`src/hw/media_pkg.sv`:
```
`default_nettype none

package media_pkg;

    // Address carried in the packet header
    typedef logic [23:0] pixel_addr_t;

    // Frame buffer geometry
    localparam int FB_DEPTH   = 4096;
    localparam int FB_INDEX_W = $clog2(FB_DEPTH);

    typedef logic [FB_INDEX_W-1:0] fb_index_t;

    // A byte strobe, used for both pixel and audio bytes
    typedef struct packed {
        logic       valid;
        logic [7:0] data;
    } media_byte_t;

    typedef struct packed {
        logic       en;
        fb_index_t  index;
        logic [7:0] data;
    } fb_write_t;

    // Audio FIFO sizing
    localparam int AUDIO_DEPTH = 16;

    // One extra bit so a full FIFO can be told apart from an empty one
    typedef logic [$clog2(AUDIO_DEPTH):0] audio_count_t;

endpackage

`default_nettype wire

```
`src/hw/pixel_writer.sv`:
```
`default_nettype none

module pixel_writer
    import media_pkg::*;
(
    input  wire         clk,
    input  wire         rst,
    input  logic        hdr_valid,
    input  pixel_addr_t hdr_addr,
    input  media_byte_t pixel,
    output fb_write_t   fb_wr
);

    fb_index_t base;
    fb_index_t ordinal;

    always_ff @(posedge clk) begin
        // The sum truncates to the index width, so writes wrap around the buffer
        fb_wr.index <= base + ordinal;
        fb_wr.data  <= pixel.data;

        if (hdr_valid) begin
            base <= hdr_addr[FB_INDEX_W-1:0];
        end

        if (rst) begin
            fb_wr.en <= 1'b0;
            ordinal  <= '0;
        end else begin
            fb_wr.en <= pixel.valid;
            if (hdr_valid) begin
                ordinal <= '0;
            end else if (pixel.valid) begin
                ordinal <= ordinal + 1'b1;
            end
        end
    end

endmodule

`default_nettype wire

```
`config.mk`:
```
export PLATFORM = sky130hd
export DESIGN_NAME = pixel_writer
export DESIGN_NICKNAME = d
export VERILOG_FILES = /design/src/hw/media_pkg.sv /design/src/hw/pixel_writer.sv
export SDC_FILE = /design/constraint.sdc
export NUM_CORES = 1
export LEC_CHECK = 0
export ABC_AREA = 1
export BUFFER_PORTS_ARGS = -buffer_cell sky130_fd_sc_hd__buf_2
export CORE_ASPECT_RATIO = 0.5
export CORE_MARGIN = 8
export CORE_UTILIZATION = 50
export CTS_BUF_LIST = sky130_fd_sc_hd__clkbuf_8 sky130_fd_sc_hd__clkbuf_16
export DETAILED_ROUTE_END_ITERATION = 6
export PLACE_DENSITY = 0.87
export RECOVER_POWER = 100
export SLEW_MARGIN = 20
export SYNTH_ARGS = -nofsm -noshare
export SYNTH_HDL_FRONTEND = slang
export SYNTH_SLANG_ARGS = --single-unit
```
`constraint.sdc`:
```
create_clock -name clk -period 2.1 [get_ports clk]
set_clock_uncertainty 0.15 [all_clocks]
set_input_delay 0.105 -clock clk [delete_from_list [all_inputs] [get_ports clk]]
set_output_delay 0.105 -clock clk [all_outputs]
set_load 0.005 [all_outputs]
```
# --- Yosys cells after proc, flatten, opt, wreduce, memory -nomap -nowiden ---
# Index checks and enable logic that the tools add are counted.
totals:
  ff_bits: 45
  inputBits: 36
  out_inout_bits: 21
  word_cells: 8
op_classes:
  n_addsub: 2
  n_reduce_logical: 1
ops:
  columns: ["op", "count"]
  rows:
  - ["adder 12 x 1 -> 12 bit (second input constant)", 1]
  - ["adder 12 bit", 1]
  - ["OR reduction 2 bit", 1]

# --- Depth between registers and ports, before layout ---
depth:
  depth_word: 1
  depth_mapped: 9
  ltp_nobuf: 9

# --- Worst setup path after synthesis ---
# OpenSTA, ideal clock, no wires.
synth_timing:
  kind: "register to register"
  from: "register base[0]"
  to: "register fb_wr[14] (netlist bit)"
  setup_ns: 0.123
  t_arrival_ns: 1.439
  required_ns: 1.827
  path_slack_ns: 0.389
  stages_incl_launch_ff: 8
  path_buffers: 0
  period_less_slack_ns: 1.711
  path_cell_list: "edfxtp_1 -> ha_1 -> fa_1 -> nand2_1 -> nand3_1 -> nand2_1 -> o21ai_1 -> xor2_1"
synth_between:
  elab_chain_len: 1
synth_lines:
  columns: ["item", "line", "text"]
  rows:
  - ["start, declared", "pixel_writer.sv:14", "fb_index_t base;"]
  - ["start signal, assigned", "pixel_writer.sv:23", "base <= hdr_addr[FB_INDEX_W-1:0];"]
  - ["adder 12 bit", "pixel_writer.sv:19", "fb_wr.index <= base + ordinal;"]
  - ["end, declared", "pixel_writer.sv:11", "output fb_write_t fb_wr"]
# No other way between the ends.
# A chain may end at the register's enable or synchronous reset.

# --- Worst setup path in the final report ---
# Same ends and word-level chain as after synthesis.

==> flow_metrics.env <==
export IMPL_multi_input_area_um2=827.0
export IMPL_synth_cells=225
export IMPL_h_tree_depth=2
export IMPL_final_nets=346
export IMPL_coreArea_um2=3824
export IMPL_antenna_found_initial=0
export IMPL_crit_fanout=3
export IMPL_clk_latency_ns=0.30
export IMPL_die_area_um2=6306
export IMPL_hp_class="in -> reg"
export IMPL_drt_wl_total_mm=4.882
export IMPL_yosys_cell_types_count=25
export IMPL_period_minus_slack_ns=1.946
export IMPL_cp_cell_sequence="ha_1 > fa_1 > nand2_1 > nand3_1 > nand2_1 > o21ai_0 > xor2_1"
export IMPL_ctsLongestPathBuffers=2
export IMPL_yosysSeqAreaShare=0.5204
export IMPL_grt_pass1_wl_mm=7.969
export IMPL_status="finished, final reports clean"
export IMPL_p_leak_nw=1.179
export IMPL_maxSlewViolCount=0
export IMPL_p_sw_frac=0.2231
export IMPL_fin_crit_sh=0.9266
export IMPL_post_drt_wl_per_cell_um=13.87
export IMPL_synth_area_um2=1962
export IMPL_die_w_um=104.6
export IMPL_drc=0
export IMPL_yosys_area_top_type="dfxtp_1"
export IMPL_p_sw_mw=0.3942
export IMPL_gp_congestion=0.8721
export IMPL_tns_ns=0
export IMPL_clk_pin_slew_ns=0.08
export IMPL_drt_iter0_drc=148
export IMPL_clock_sinks=45
export IMPL_grt_usage=0.1607
export IMPL_power_frac_comb=0.098
export IMPL_tightestPinTransition_ns=0.7283
export IMPL_io_pins=57
export IMPL_final_fill_count=289
export IMPL_synth_nets=274
export IMPL_numCtsBuffers=5
export IMPL_area_growth_pct=29.34
export IMPL_firstDrtPassIters=5
export IMPL_setup_violations_final=0
export IMPL_diodes=0
export IMPL_grt_max_degree=14
export IMPL_power_share_clock=0.360
export IMPL_grt_pass1_vias=1804
export IMPL_ff_latch_area_um2=1021
export IMPL_post_cts_setup_buffer_count=0
export IMPL_synth_area_leaders="dfxtp_1 34%, edfxtp_1 18%, nand2_1 10%"
export IMPL_crit_top_cell="nand2_1"
export IMPL_power_frac_seq=0.542
export IMPL_maxSlewHeadroom=0.5145
export IMPL_drv_cap=0
export IMPL_critPathLaunchType="flop"
export IMPL_ir_worst_vdd_mv=0.5022
export IMPL_cts_tree="done"
export IMPL_synth_top_area_frac=0.3367
export IMPL_io_buffers=44
export IMPL_rsz0062_at_grt="no"
export IMPL_cpPeakStageDelay_ns=0.45
export IMPL_drive_above_1_share=0.1040
export IMPL_via_per_inst=5.182
export IMPL_dp_hpwl_mm=3.099
export IMPL_fin_util=0.6636
export IMPL_timing_fmax_mhz=513.9
export IMPL_antenna_left=0
export IMPL_end_kind="flop"
export IMPL_num_vias=1824
export IMPL_arrival_ns=1.99
export IMPL_initial_core_util=0.5131
export IMPL_slowest_stage="fa_1"
export IMPL_path_class="reg -> reg"
export IMPL_p_total_mw=1.767
export IMPL_clock_root_buffer="clkbuf_8"
export IMPL_path_buf_inv=0
export IMPL_crit_required_ns=2.14
export IMPL_syn_area_per_cell_um2=8.719
export IMPL_critPathTopFamily="adder cells"
export IMPL_fin_hold_ws_ns=0.2335
export IMPL_hold_viol=0
export IMPL_p_per_area_nw_per_um2=696.4
export IMPL_die_h_um=60.30
export IMPL_grt_ovfl_total=0
export IMPL_synth_seq_cells=45
export IMPL_intPower_mw=1.373
export IMPL_num_rows=16
export IMPL_yosysWarnings=0
## stage by stage
stage / cells / area (um^2) / setup slack [ns]
floorplan: 225 / 1962 / 0.3885
global placement: 322 / 2245 / 0.3155
detailed placement: 322 / 2245 / 0.2445
CTS: 352 / 2571 / 0.2197
global route: 352 / 2537 / 0.05400
finish: 352 / 2537 / 0.1541
## power by group through the flow
stage               logic [mW]  registers [mW]  clock network (mW)
floorplan               0.0672           0.982                   0
global placement         0.140           0.976                   0
detailed placement       0.144           0.977                   0
CTS                      0.178           0.957               0.640
global route             0.191           0.964               0.686
finish                   0.172           0.958               0.636
## layout by cell type (no fill, tap or decap), types with 5 or more instances in the layout
cell type and n:
clkbuf_1 20, dlygate4sd3_1 22, nand4_1 8, a21oi_1 12, clkbuf_8 5, nor3_1 5
edfxtp_1 12, dfxtp_1 33, nor2_1 26, inv_1 28, buf_2 22, nand3_1 13
nand2_1 54, ha_1 12
## repair_timing
action | CTS | global route
hold buffers | 22 | 0
gates resized for setup | 0 | 0
endpoints found under the hold margin | 24 | 0
## layout make-up
class	instances	share of cell area
clock buffers	5	0.02712
clock inverters	3	0.01479
flip-flops and latches	45	0.4024
well taps	54	0.02663
multi-input cells	152	0.3259
inverters	27	0.03994
repair buffers	66	0.1632
## Yosys cell counts (all sizes together)
master,n
buf,1
fa,1
ha,12
nor3b,1
o21ai,4
nand2,55
edfxtp,12
and3,2
o21a,1
xor2,4
inv,27
dfxtp,33
a31oi,1
a21oi,12
nand3,13
nand4,8
a21o,1
xnor2,4
o21bai,2
nor2,26
nor3,5
## registers in the layout (all words and copies together) (netlist names)
| register | count |
|---|---|
| ordinal | 12 |
| base | 12 |
| fb_wr | 21 |
## logic make-up after synthesis
| kind of cell | share of synthesized area |
|---|---|
| AO/OA/AOI/OAI | 0.06123 |
| XOR/XNOR | 0.03571 |
| adder cells (fa/ha/maj) | 0.08673 |
| buffers and inverters | 0.05421 |
| flip-flops | 0.5204 |
| AND/OR/NAND/NOR | 0.2417 |
## per-layer routing
layer,up-vias,track usage,part of all wire
met4,0,0.09237,0.027
met1,815,0.1704,0.40
met5,-,0,0
met2,110,0.2826,0.47
li1,878,-,-
met3,21,0.05484,0.099
## path summary, 6_finish.rpt
kind,slack (ns),endpoint,startpoint,cells past startpoint
setup / recovery,0.15,fb_wr[14],base[0],7
hold / removal,0.23,base[0],hdr_valid,1
setup reg to reg,0.15,fb_wr[14],base[0],7
hold reg to reg,0.34,fb_wr[8],base[0],1
(Power assumes the default switching activity.)
