===== config.mk =====
export PLATFORM = sky130hd
export DESIGN_NAME = audio_fifo
export DESIGN_NICKNAME = d
export VERILOG_FILES = /design/src/hw/media_pkg.sv /design/src/hw/audio_fifo.sv
export SDC_FILE = /design/constraint.sdc
export NUM_CORES = 1
export LEC_CHECK = 0
export BUFFER_PORTS_ARGS = -buffer_cell sky130_fd_sc_hd__buf_2
export CORE_AREA = 2 2 149 151
export DETAILED_ROUTE_END_ITERATION = 12
export DIE_AREA = 0 0 151 153
export GPL_TIMING_DRIVEN = 0
export SETUP_SLACK_MARGIN = 0.5
export SYNTH_ARGS = -nofsm -noshare
export SYNTH_HDL_FRONTEND = slang
export SYNTH_SLANG_ARGS = --single-unit

===== constraint.sdc =====
create_clock -name clk -period 3.2 [get_ports clk]
set_input_delay 0.32 -clock clk [delete_from_list [all_inputs] [get_ports clk]]
set_output_delay 0.32 -clock clk [all_outputs]
set_load 0.02 [all_outputs]

===== src/hw/media_pkg.sv =====
`default_nettype none

package media_pkg;

    // Address carried in the packet header
    typedef logic [23:0] pixel_addr_t;

    // Frame buffer geometry
    localparam int FB_DEPTH   = 4096;
    localparam int FB_INDEX_W = $clog2(FB_DEPTH);

    typedef logic [FB_INDEX_W-1:0] fb_index_t;

    // A byte strobe, used for both pixel and audio bytes
    typedef struct packed {
        logic       valid;
        logic [7:0] data;
    } media_byte_t;

    typedef struct packed {
        logic       en;
        fb_index_t  index;
        logic [7:0] data;
    } fb_write_t;

    // Audio FIFO sizing
    localparam int AUDIO_DEPTH = 16;

    // One extra bit so a full FIFO can be told apart from an empty one
    typedef logic [$clog2(AUDIO_DEPTH):0] audio_count_t;

endpackage

`default_nettype wire


===== src/hw/audio_fifo.sv =====
`default_nettype none

module audio_fifo
    import media_pkg::*;
(
    input  wire         clk,
    input  wire         rst,
    input  media_byte_t push,
    input  logic        pop,
    output logic [7:0]  data,
    output logic        empty,
    output logic        overflow
);

    logic [7:0]                     mem [AUDIO_DEPTH];
    logic [$clog2(AUDIO_DEPTH)-1:0] wr_ptr;
    logic [$clog2(AUDIO_DEPTH)-1:0] rd_ptr;
    audio_count_t                   count;
    logic                           full;
    logic                           push_ok;
    logic                           pop_ok;

    assign full    = (count == AUDIO_DEPTH);
    assign empty   = (count == 0);
    assign push_ok = push.valid && !full;
    assign pop_ok  = pop && !empty;

    // Head entry is shown without waiting for a pop
    assign data = mem[rd_ptr];

    always_ff @(posedge clk) begin
        if (push_ok) begin
            mem[wr_ptr] <= push.data;
        end
    end

    always_ff @(posedge clk) begin
        if (rst) begin
            wr_ptr   <= '0;
            rd_ptr   <= '0;
            count    <= '0;
            overflow <= 1'b0;
        end else begin
            if (push_ok) begin
                wr_ptr <= wr_ptr + 1'b1;
            end
            if (pop_ok) begin
                rd_ptr <= rd_ptr + 1'b1;
            end

            case ({push_ok, pop_ok})
                2'b10:   count <= count + 1'b1;
                2'b01:   count <= count - 1'b1;
                default: count <= count;
            endcase

            // The link cannot stall, so a byte pushed into a full FIFO is lost
            if (push.valid && full) begin
                overflow <= 1'b1;
            end
        end
    end

endmodule

`default_nettype wire


# Word level (Yosys, flattened, before mapping)

Memories as Yosys holds them, arrays and structs flattened. A register that Yosys moved wholly into a read port is not among the register bits.
Cells that the tools add are included.

Register bits after elaboration: 14
Bits in latches: 0
RAM bits: 128
Memory bits (read-only): 0
Input port bits: 12
Memories: 1

$add $sub $neg: 4
Multipliers: 0
Div/mod/pow operators: 0
Order comparisons: 0
Equality and inequality tests: 3
Shift-type cells: 0
Mux-type cells: 5
Bitwise operators: 0
Reductions and logical operators: 7

Memory list:

| name | depth | width | read ports | clocked after Yosys merged registers in | wr ports | RTL line         | RTL |
|---|---|---|---|---|---|---|---|
| mem  | 16    | 8     | 1          | 1                                       | 1        | audio_fifo.sv:15 | `logic [7:0] mem [AUDIO_DEPTH];` |

Operator list:

| cell                                                 | count |
|---|---|
| case mux 5 bit (2 select lines)                      | 1 |
| adder 4 x 1 -> 4 bit (second input constant)         | 2 |
| two-way mux 4 bit                                    | 2 |
| adder 5 x 1 -> 5 bit (second input constant)         | 1 |
| equality test 5 bit (second input constant)          | 1 |
| zero test 5 bit                                      | 1 |
| subtractor 5 x 1 -> 5 bit (second input constant)    | 1 |
| logical AND 1 bit                                    | 3 |
| equality test 2 x 1 -> 1 bit (second input constant) | 1 |
| equality test 2 bit (second input constant)          | 1 |
| zero test 1 bit                                      | 2 |
| two-way mux 1 bit                                    | 2 |
| nonzero test 2 bit                                   | 1 |

# Longest topological paths before layout

Depth after elaboration: 5
Depth in mapped cells: 12

# Worst setup path after synthesis

No wires, ideal clock.

Path type: register to register
Start point: register count[1]
End point: register count[2]
Setup time: 0.070 ns
Data arrival time: 2.638 ns
Setup slack: 0.492 ns
Stages on the path, launching flop included: 12
Period minus slack after synthesis: 2.708 ns
Path through: dfxtp_1 > buf_6 > or4_4 > o21ai_2 > inv_1 > ha_1 > clkbuf_1 > xor2_1 > ha_1 > o21a_1 > or4_1 > a21oi_1

Word-level cells in the longest chain between the ends: 5
Elaborated cells on any way between the ends: 12
Classes of those cells: add/sub (2); eq/ne (3); mux (1); reduce/logical (6)

Ends and longest elaborated chain:

| element                                                               | RTL line         | RTL |
|---|---|---|
| start: declaration                                                    | audio_fifo.sv:18 | `audio_count_t count;` |
| start signal: assignment                                              | audio_fifo.sv:52 | `2'b10: count <= count + 1'b1;` |
| start signal: assignment                                              | audio_fifo.sv:53 | `2'b01: count <= count - 1'b1;` |
| start signal: assignment                                              | audio_fifo.sv:54 | `default: count <= count;` |
| zero test 5 bit *                                                     | audio_fifo.sv:24 | `assign empty = (count == 0);` |
| zero test 1 bit *                                                     | audio_fifo.sv:26 | `assign pop_ok = pop && !empty;` |
| logical AND 1 bit *                                                   | audio_fifo.sv:26 |  |
| via pop_ok                                                            | audio_fifo.sv:21 | `logic pop_ok;` |
| equality test 2 x 1 -> 1 bit or equality test 2 bit (tied branches)   | audio_fifo.sv:51 | `case ({push_ok, pop_ok})` |
| case mux 5 bit (2 select lines) or nonzero test 2 bit (tied branches) | -                |  |

The timed path passes the listed nets; every way through them passes the cells marked *.
A chain may end at the register's enable or synchronous reset.

# Worst setup path after layout

Same ends and word-level chain as after synthesis.

==> flow_summary.yaml <==
status:
  status: "completed"
worst_setup_path:
  rrSetupSlack_ns: 0.59
  cp_max_fo: 9
  r2r_cells: 11
  critPathRequiredTime_ns: 3.55
  arrival_ns: 2.95
  critical_path.top_delay_family: "simple AND/OR/NAND/NOR gates"
  path_depth: 11
  slowest_delay_ns: 0.54
  timing.critical_path.to: "count[2]"
  cp_slowest_cell: "or4_4"
  crit_path_start_kind: "flop"
  path_cells: "buf_6 -> or4_4 -> o21ai_4 -> inv_2 -> ha_4 -> buf_8 -> xor2_2 -> ha_2 -> o21a_1 -> or4_1 -> a21oi_1"
  worstSetupStartpoint: "count[1]"
  endpoint_kind: "flop"
  reg2reg_to: "count[2]"
  r2r_start: "count[1]"
  crit_buf_inv: 3
  crit_type: "reg2reg"
logic_synthesis:
  syn_nets: 352
  seq_area_frac_synth_pct: 71.29
  netlist_area_sq_um: 5897
  syn_avg_cell_area_sq_um: 17.76
  syn_inst: 332
  ys_types: 45
  synth_seq_cells: 146
  synth_warnings: 0
sta:
  tightest_slew_ns: 1.170
  setup_viol: 0
  rsz0062_at_grt: "no"
  fin_skew_ns: 0.008137
  period_share_pct: 81.45
  timing.max_slew.rel_slack_pct: 21.39
  max_freq_ghz: 0.3837
  fin_tns_setup_ns: 0
  hold_violations: 0
  drv_slew: 0
  period_needed_ns: 2.606
place:
  routabilityCongestion: 0.8317
  dpl.hpwl_um: 8106
  placed_area_sq_um: 6360
  dp.cells: 633
  io_buffers: 21
clock_network:
  cts_max_level: 4
  tritoncts_num_sinks: 146
  cts_buffers: 17
  clkTransAtPathRegs_ns: 0.06
  cts_tree: "done"
  clk_latency_ns: 0.41
  hold_buffers: 0
  cts_max_path_buffers: 2
  cts-root-buf: "clkbuf_16"
final_layout:
  fin_area_sq_um: 7069
  syn2layout_area_growth_pct: 19.88
  layout_common_cells: "128 x edfxtp_1, 32 x mux4_2, 29 x nor2_1, 23 x buf_2, 18 x dfxtp_1"
  final_layout_size_suffix_gt1_share_pct: 28.35
  final_net_count: 395
  num_antenna_cells: 0
  layoutNonFillerInstCount: 668
  final_common_cell: "edfxtp_1"
grt:
  grt_usage_pct: 11.20
  grt_first_pass_wirelength_um: 18850
  overflow: 0
  grt_max_degree: 17
  grt_pass1_vias: 3228
  antenna_found_initial: 0
hold_path:
  min_path_type: "in2reg"
  hp-start: "push[8]"
floorplanning:
  die_area_sq_um: 23100
  initial_core_util_pct: 27.45
  fp-row-count: 54
  die_w_um: 151
  fp.dieH_um: 153
  core_region_area_sq_um: 21490
  io_pins: 22
power_and_ir_drop:
  ir_worst_vdd_v: 0.0004180
  p_per_area_nw_per_um2: 763.1
  p_total_uw: 5395
  p_leak_uw: 0.002342
detailed_routing:
  drc_errors: 0
  via_count: 3093
  wl_per_cell_um: 18.28
  viasPerCell: 4.630
  drt-pass1-iter-count: 5
  drt_wl_total_um: 12210
  ant_nets: 0
  drtIter0Drc: 323
job:
  maxCapViolations: 0
-- synth_stat cells (all sizes together) --
| cell type | number | share of area [%] |
|---|---|---|
| or3 | 3 | 0.32 |
| and3b | 2 | 0.34 |
| nor2b | 4 | 0.42 |
| a22oi | 16 | 2.0 |
| o211ai | 3 | 0.47 |
| a21oi | 2 | 0.17 |
| o21ai | 3 | 0.32 |
| nor3 | 6 | 0.51 |
| o211a | 1 | 0.17 |
| o21a | 1 | 0.13 |
| nor3b | 2 | 0.25 |
| buf | 10 | 1.0 |
| and2 | 1 | 0.11 |
| a31oi | 1 | 0.11 |
| xor2 | 6 | 0.89 |
| ha | 8 | 1.7 |
| nand3 | 1 | 0.085 |
| nand2b | 2 | 0.21 |
| or4 | 3 | 0.45 |
| o2111ai | 2 | 0.30 |
| mux4 | 32 | 12 |
| edfxtp | 128 | 65 |
| o22ai | 2 | 0.21 |
| xnor2 | 2 | 0.30 |
| and3 | 1 | 0.11 |
| o31ai | 2 | 0.25 |
| nand2 | 15 | 0.95 |
| o311a | 1 | 0.17 |
| a211oi | 1 | 0.13 |
| dfxtp | 18 | 6.1 |
| a21boi | 1 | 0.19 |
| a21o | 1 | 0.13 |
| nor2 | 29 | 1.8 |
| nor4 | 2 | 0.47 |
| clkbuf | 9 | 0.57 |
| mux2i | 3 | 0.51 |
| nand4bb | 1 | 0.19 |
| inv | 7 | 0.45 |
-- per-stage QoR --
stage	worst slack, ns	hold slack, ns	util (%)
6_report	0.5937	0.2696	32.90
5_1_grt	0.5015	0.2783	32.90
4_1_cts	0.5199	0.2465	32.60
3_5_place_dp	0.2943	0.4612	29.60
3_3_place_gp	0.3387	0.4581	29.60
2_1_floorplan	0.5075	0.4189	-
-- worst min-delay path: cells and delay by family --
| kind | cells | cell delay, ns |
|---|---|---|
| and+or+nand+nor | 1 | 0.07 |
| buffers and inverters | 1 | 0.16 |
| AOI/OAI and AO/OA | 1 | 0.10 |
-- what timing repair did --
item | CTS | global route
pin swaps | 3 | 4
endpoints found under the hold margin | 0 | 0
setup buffers | 2 | 0
gates resized for setup | 15 | 13
setup endpoints to repair | 18 | 15
-- worst min-delay path by stage --
stage	to	slack, ns	cells past startpoint
finish	overflow	0.27	3
global route	overflow	0.28	3
CTS	overflow	0.25	3
detailed placement	overflow	0.46	2
global placement	overflow	0.46	2
floorplan	mem[0][0]	0.42	0
-- area by class of cell --
| class | count | area (sq um) |
|---|---|---|
| Buffer | 19 | 147.6 |
| Fill cell | 2081 | 14420 |
| Timing Repair Buffer | 24 | 127.6 |
| Clock buffer | 19 | 432.9 |
| Inverter | 7 | 26.28 |
| Clock inverter | 13 | 156.4 |
| Sequential cell | 146 | 4204 |
| Multi-Input combinational cell | 160 | 1624 |
| Tap cell | 280 | 350.3 |
-- cells by family (layout without fill, tap and decap cells) --
kind of cell / after synthesis / count (layout) / synth area share [%]
xor gates and xnor gates: 8 / 8 / 1.188
muxes: 35 / 35 / 12.73
AOI/OAI and AO/OA: 37 / 37 / 4.774
adders and majority gates: 8 / 8 / 1.698
buffers and inverters: 26 / 82 / 2.058
DFF: 146 / 146 / 71.29
and+or+nand+nor: 72 / 72 / 6.259
-- registers in the layout (all words and copies together) (netlist names), named ones only --
signal    flops
rd_ptr        4
count         5
mem         128
overflow      1
wr_ptr        4
-- metal layers --
metal	vias up	share of wire (%)	global-route usage (%)
met5	-	0	0
met4	0	1.4	3.872
met3	10	5.5	3.851
met2	84	51	18.01
met1	1593	42	14.09
li1	1406	-	-
-- power breakdown --
| part | internal [uW] | total [uW] | switching, uW |
|---|---|---|---|
| Clock | 1220 | 1980 | 754 |
| Combinational | 530 | 1190 | 658 |
| Sequential | 2170 | 2230 | 57.0 |
| Total | 3920 | 5390 | 1470 |
Power figures use the tool's default switching activity.
