===== config.mk =====
export PLATFORM = sky130hd
export DESIGN_NAME = media_splitter
export DESIGN_NICKNAME = d
export VERILOG_FILES = /design/src/hw/media_pkg.sv /design/src/hw/stream_pkg.sv /design/src/hw/media_splitter.sv
export SDC_FILE = /design/constraint.sdc
export NUM_CORES = 1
export LEC_CHECK = 0
export BUFFER_PORTS_ARGS = -buffer_cell sky130_fd_sc_hd__buf_2
export CORE_MARGIN = 8
export CORE_UTILIZATION = 45
export DETAILED_ROUTE_END_ITERATION = 10
export PLACE_DENSITY = 0.68
export SLEW_MARGIN = 20
export SYNTH_ARGS = -nofsm -noshare
export SYNTH_HDL_FRONTEND = slang
export SYNTH_SLANG_ARGS = --single-unit

===== constraint.sdc =====
create_clock -name clk -period 2.1 [get_ports clk]
set_input_delay 0.315 -clock clk [delete_from_list [all_inputs] [get_ports clk]]
set_output_delay 0.315 -clock clk [all_outputs]
set_load 0.02 [all_outputs]

===== src/hw/media_pkg.sv =====
`default_nettype none

package media_pkg;

    // Address carried in the packet header
    typedef logic [23:0] pixel_addr_t;

    // Frame buffer geometry
    localparam int FB_DEPTH   = 4096;
    localparam int FB_INDEX_W = $clog2(FB_DEPTH);

    typedef logic [FB_INDEX_W-1:0] fb_index_t;

    // A byte strobe, used for both pixel and audio bytes
    typedef struct packed {
        logic       valid;
        logic [7:0] data;
    } media_byte_t;

    typedef struct packed {
        logic       en;
        fb_index_t  index;
        logic [7:0] data;
    } fb_write_t;

    // Audio FIFO sizing
    localparam int AUDIO_DEPTH = 16;

    // One extra bit so a full FIFO can be told apart from an empty one
    typedef logic [$clog2(AUDIO_DEPTH):0] audio_count_t;

endpackage

`default_nettype wire


===== src/hw/stream_pkg.sv =====
`default_nettype none

package stream_pkg;

    // One link symbol, two bits wide
    typedef logic [1:0] dibit_t;

    typedef struct packed {
        logic   valid;
        dibit_t data;
    } rx_beat_t;

    // Packet layout on the link
    localparam int DIBITS_PER_BYTE = 4;
    localparam int ADDR_BYTES      = 3;
    localparam int PIXEL_BYTES     = 80;

    // Field currently being received by the splitter
    typedef enum logic [1:0] {
        split_addr,
        split_pixels,
        split_audio
    } split_state_t;

endpackage

`default_nettype wire


===== src/hw/media_splitter.sv =====
`default_nettype none

module media_splitter
    import stream_pkg::*, media_pkg::*;
(
    input  wire         clk,
    input  wire         rst,
    input  rx_beat_t    rx,
    output logic        hdr_valid,
    output pixel_addr_t hdr_addr,
    output media_byte_t pixel,
    output media_byte_t audio
);

    split_state_t                        state;
    logic [$clog2(DIBITS_PER_BYTE)-1:0]  dibit_cnt;
    logic [$clog2(PIXEL_BYTES)-1:0]      byte_cnt;
    logic [7:0]                          byte_sr;
    logic [7:0]                          next_byte;
    logic                                byte_done;
    logic                                pixel_stb;
    logic                                audio_stb;
    logic [7:0]                          out_byte;

    // Bytes arrive most significant dibit first, so new dibits enter at the bottom
    assign next_byte = {byte_sr[5:0], rx.data};
    assign byte_done = rx.valid && (dibit_cnt == DIBITS_PER_BYTE - 1);

    always_ff @(posedge clk) begin
        if (rst) begin
            state     <= split_addr;
            dibit_cnt <= '0;
            byte_cnt  <= '0;
            hdr_valid <= 1'b0;
            pixel_stb <= 1'b0;
            audio_stb <= 1'b0;
        end else begin
            hdr_valid <= 1'b0;
            pixel_stb <= 1'b0;
            audio_stb <= 1'b0;

            if (!rx.valid) begin
                // End of packet, any partial byte is dropped here
                dibit_cnt <= '0;
                byte_cnt  <= '0;
                state     <= split_addr;
            end else begin
                dibit_cnt <= dibit_cnt + 1'b1;

                if (byte_done) begin
                    case (state)
                        split_addr: begin
                            if (byte_cnt == ADDR_BYTES - 1) begin
                                hdr_valid <= 1'b1;
                                byte_cnt  <= '0;
                                state     <= split_pixels;
                            end else begin
                                byte_cnt <= byte_cnt + 1'b1;
                            end
                        end
                        split_pixels: begin
                            pixel_stb <= 1'b1;
                            if (byte_cnt == PIXEL_BYTES - 1) begin
                                byte_cnt <= '0;
                                state    <= split_audio;
                            end else begin
                                byte_cnt <= byte_cnt + 1'b1;
                            end
                        end
                        split_audio: begin
                            // Audio runs until valid drops
                            audio_stb <= 1'b1;
                        end
                        default: begin
                            state <= split_addr;
                        end
                    endcase
                end
            end
        end
    end

    always_ff @(posedge clk) begin
        if (rx.valid) begin
            byte_sr <= next_byte;
        end
        if (byte_done) begin
            out_byte <= next_byte;
        end
        // Three header bytes shift through, leaving the full address after the last one
        if (byte_done && state == split_addr) begin
            hdr_addr <= {hdr_addr[15:0], next_byte};
        end
    end

    assign pixel = '{valid: pixel_stb, data: out_byte};
    assign audio = '{valid: audio_stb, data: out_byte};

endmodule

`default_nettype wire


---- Yosys cells after proc, flatten, opt, wreduce, memory -nomap -nowiden ----
Cells that the tools add are included.
cells by class
  add/sub/neg operators ................... 2
  bitwise gates (word level) .............. 4
  reduce and logical (&&, ||, !) cells .... 9
  eq/ne operators ......................... 7
  muxes and demuxes ....................... 9
operator list
  kind                                                              count
  7-bit 2-to-1 mux                                                  2
  7-bit one-hot mux with 2 select lines                             1
  7-bit by 1-bit adder with 7-bit output (second input constant)    1
  7-bit by 2-bit == test with 1-bit output (second input constant)  1
  7-bit == test (second input constant)                             1
  2-bit one-hot mux with 3 select lines                             1
  2-bit == test (second input constant)                             2
  2-bit 2-to-1 mux                                                  2
  2-bit != test (second input constant)                             2
  1-bit NOT                                                         4
  4-bit AND reduction                                               1
  4-bit OR reduction                                                1
  1-bit 2-to-1 mux                                                  3
  3-bit OR reduction                                                1
  2-bit by 1-bit adder with 2-bit output (second input constant)    1
  2-bit by 1-bit == test with 1-bit output (second input constant)  1
  1-bit logical AND                                                 2
  2-bit logical NOT                                                 1
  2-bit AND reduction                                               1
  2-bit nonzero test                                                1
  2-bit OR reduction                                                1
storage, ports and cells
  output and inout port bits .............. 43
  register bits ........................... 52
  word-level logic and storage cells ...... 40
  bits of input ports ..................... 5

---- Logic depth before layout (Yosys ltp) ----
  depth in word-level cells ............... 4
  gate-level depth with buffers ........... 6
  gate-level depth less buffers ........... 6

---- Worst setup path after synthesis ----
No wires, ideal clock.
  kind .................................... register to register
  start point ............................. register dibit_cnt[0]
  end point ............................... register hdr_addr[0], enable pin
  arrival time ............................ 1.774 ns
  setup time .............................. 0.405 ns
  buffers on the path ..................... 0
  required time ........................... 1.695 ns
  period minus slack after synthesis ...... 2.178 ns
  stages on the path, launching flop included .. 4
  setup slack ............................. -0.078 ns
  path through ............................ dfxtp_1 ha_1 nand3b_2 nor2_1
between the ends
  cells in the longest elaborated chain, start to end .. 3
RTL lines
  what                    RTL line              text
  from (decl)             media_splitter.sv:16  logic [$clog2(DIBITS_PER_BYTE)-1:0] dibit_cnt;
  from (signal assigned)  media_splitter.sv:48  dibit_cnt <= dibit_cnt + 1'b1;
  2-bit == test           media_splitter.sv:27  assign byte_done = rx.valid && (dibit_cnt == DIBITS_PER_BYTE - 1);
  1-bit logical AND       media_splitter.sv:27
  1-bit logical AND       media_splitter.sv:91  if (byte_done && state == split_addr) begin
  to (signal assigned)    media_splitter.sv:92  hdr_addr <= {hdr_addr[15:0], next_byte};
  to (decl)               media_splitter.sv:10  output pixel_addr_t hdr_addr,
No other way between the ends.
A chain may end at the register's enable or synchronous reset.

---- Worst setup path after layout ----
  start point ............................. register byte_cnt[0]
  end point ............................... register byte_cnt[0]
between the ends
  cells in the longest elaborated chain, start to end .. 3
  elaborated cells on any way between the ends .. 6
  classes of those cells .................. add/sub: 1; eq/ne: 2; mux: 3
RTL lines
  what                                                                  RTL line                                    text
  from (decl)                                                           media_splitter.sv:17                        logic [$clog2(PIXEL_BYTES)-1:0] byte_cnt;
  from (signal assigned)                                                media_splitter.sv:58                        byte_cnt <= byte_cnt + 1'b1;
  from (signal assigned)                                                media_splitter.sv:67                        byte_cnt <= byte_cnt + 1'b1;
  7-bit by 1-bit adder with 7-bit output, or another cell as far along  media_splitter.sv:58, media_splitter.sv:67
  7-bit 2-to-1 mux, on equally long branches                            media_splitter.sv:63, media_splitter.sv:53
  7-bit one-hot mux with 2 select lines *                               media_splitter.sv:51                        case (state)
Every way passes the cells marked *; elsewhere a longest branch is shown, timed or not.

==> results.tsv <==
metric	value	unit
Sink Count	52	
placed wire-length estimate	2550	um
crit path buf inv count	1	
ANT cells	0	
top cell type's share of synthesized area	0.606	
top-count cell post-synth	edfxtp_1	
Max Freq	0.638	GHz
syn avg cell area	15.6	um^2
top-level I/O count	48	
wirelength, routed	3370	um
post-synthesis compound-gate area fraction	0.0252	
pin count of the biggest net entering global routing	25	
vias per cell	4.86	
GRT Util Overall	0.109	
relative max-transition margin	0.638	
num rows	23	
Reg area	0.00142	mm^2
starting density of the core	0.467	
Die H	80.7	um
CP delay by family, top	simple AND/OR/NAND/NOR gates	
Worst Clk Skew	0.00795	ns
Power Density	823	mW/mm^2
main flop type after synthesis	edfxtp_1	
WL/cell	15.7	um
initial antenna violation count	0	
CP startpoint kind	flip-flop	
# Post-CTS Setup Buffers	0	
1st-iter DRT viols	92	
Hold WC Path Type	input pin to flip-flop	
Syn Nets	129	
# fillers	352	
critical path cell sequence	inv_1 > ha_1 > nor4b_4 > nand3b_1 > a21oi_1 > nor3_1	
number of H-tree levels	2	
sequential share of the synthesized area	0.755	
Root Buffer	clkbuf_8	
slowest stage delay, CP	0.36	ns
Gate Count Post-Synth	121	
post-synthesis simple-gate area fraction	0.121	
top post-synthesis cells by area	edfxtp_1, dfxtp_1, buf_4	
vias in the first global route	1013	
Pre-antenna DRT Iters	4	
most instantiated cells after synthesis	edfxtp_1, dfxtp_1, nor2_1	
post-route ant nets	0	
post-synthesis register bit count	52	
Die X	80.7	um
Area Growth Syn to Fin	17.3	%
asr flop ratio synth	0	
largest family of logic cells by synthesized area	simple AND/OR/NAND/NOR gates	
number of buffers created by CTS	5	
DRC violations left	0	
Max-Cap Viols	0	
Critical Path AT	1.73	ns
CP Max Fanout	5	
layout cells sized above 1	0.382	
vias	1044	
Worst-Skew Late Latency	0.31	ns
core outline area	0.00403	mm^2
Setup CP Type	flip-flop to flip-flop	
Critical Path End Type	flip-flop	
Leakage	0.800	nW
fin. max-slew vios	0	
Synth Area in XOR/XNOR	0.0233	
worst-margin pin slew	0.543	ns
CTS max path bufs	2	
maximum VDD drop	0.496	mV
Post-synth EDFFs	38	
RD Place Congestion	0.897	
Post-Synth Adder-Cell Area	0.0199	
Hold Buf Count CTS	0	
mux share of post-synthesis cell area	0	
Clock Pin Slew Worst Setup and Hold Paths	0.10	ns
Data required, critical path	2.26	ns
RSZ-0062 raised after global routing	false	
Nets	172	
min cycle time layout	1.57	ns
first-pass GRT wire length	5300	um
period utilization	0.746	
Multi-input gate area	359	um^2
CTS tree	built	
Synth area leader	edfxtp_1	
outcome	finished clean	
grt total ovfl	0	
# resized after CTS	0	
setup_tns	0	ns
final setup vio count	0	
Final Hold Fails	0	
slowest CP cell	a21oi_1	
synth unique cells	25	
die area	0.00651	mm^2
Ys Warns	0	
port bufs	47	
Final Util	0.548	
Mapped Area	0.00188	mm^2
-- cell type report --
class	instances	share of cell area
inverter	2	0.00340
tap	50	0.0283
multi-input combinational	55	0.163
sequential	52	0.644
clock buffer	5	0.0312
clock inverter	3	0.0210
timing repair buffer	48	0.110
-- worst register-to-register path, stage by stage (launching register included) --
cell and delay [ns]:
dfxtp_1 0.33, inv_1 0.09, ha_1 0.17, nor4b_4 0.26
nand3b_1 0.12, a21oi_1 0.36, nor3_1 0.11
-- stage by stage --
| step | cell area (um^2) | setup WS, ns | power, mW | std cells | hold WS [ns] |
|---|---|---|---|---|---|
| floorplan | 1890 | 0.314 | 1.15 | 121 | 0.398 |
| global placement | 2090 | 0.603 | 1.16 | 207 | 0.406 |
| detailed placement | 2090 | 0.552 | 1.16 | 207 | 0.412 |
| CTS | 2210 | 0.537 | 1.84 | 215 | 0.201 |
| global route | 2210 | 0.357 | 1.87 | 215 | 0.199 |
| finish | 2210 | 0.532 | 1.82 | 215 | 0.206 |
-- placed cells by master, fill, tap and decap left out, types with 2 or more instances in the layout --
master / instances
a21oi_1: 4
and2_1: 2
buf_2: 47
clkbuf_8: 5
dfxtp_1: 14
edfxtp_1: 38
ha_1: 3
inv_1: 2
nand2_1: 6
nand2b_1: 2
nand3_1: 2
nor2_1: 10
nor3_1: 9
xnor2_1: 5
-- registers in the layout, indices dropped and copies added, names as in the netlist --
signal,cells
hdr_valid,1
state,2
out_byte,8
hdr_addr,24
byte_cnt,7
byte_sr,6
audio_stb,1
dibit_cnt,2
pixel_stb,1
-- cell families (layout without fill, tap and decap cells) --
family | count (synthesis) | after routing
DFF | 52 | 52
xor gates and xnor gates | 5 | 5
AOI/OAI and AO/OA | 7 | 7
buffers and inverters | 14 | 58
adders and majority gates | 3 | 3
and+or+nand+nor | 40 | 40
-- path summary, 6_finish.rpt --
path	startpoint	endpoint	slack [ns]	cells past startpoint
worst min-delay path	rx[1]	hdr_addr[1]	0.21	1
worst max register to register	byte_cnt[0]	byte_cnt[0]	0.53	6
worst min register to register	dibit_cnt[0]	dibit_cnt[0]	0.42	1
worst max-delay path	byte_cnt[0]	byte_cnt[0]	0.53	6
-- power breakdown --
part           internal (mW)  leakage [nW]  switching (mW)  total, mW
clock                  0.359        0.0548           0.321      0.680
combinational        0.00639         0.286          0.0165     0.0229
sequential              1.11         0.460         0.00682       1.12
-- layer usage --
layer,track usage,vias up,part of all wire
met5,0,-,0
met4,0.0500,0,0.018
met3,0.0446,7,0.10
met2,0.177,37,0.48
met1,0.121,490,0.40
li1,-,510,-
No activity file was read; power rests on OpenSTA's default activity.
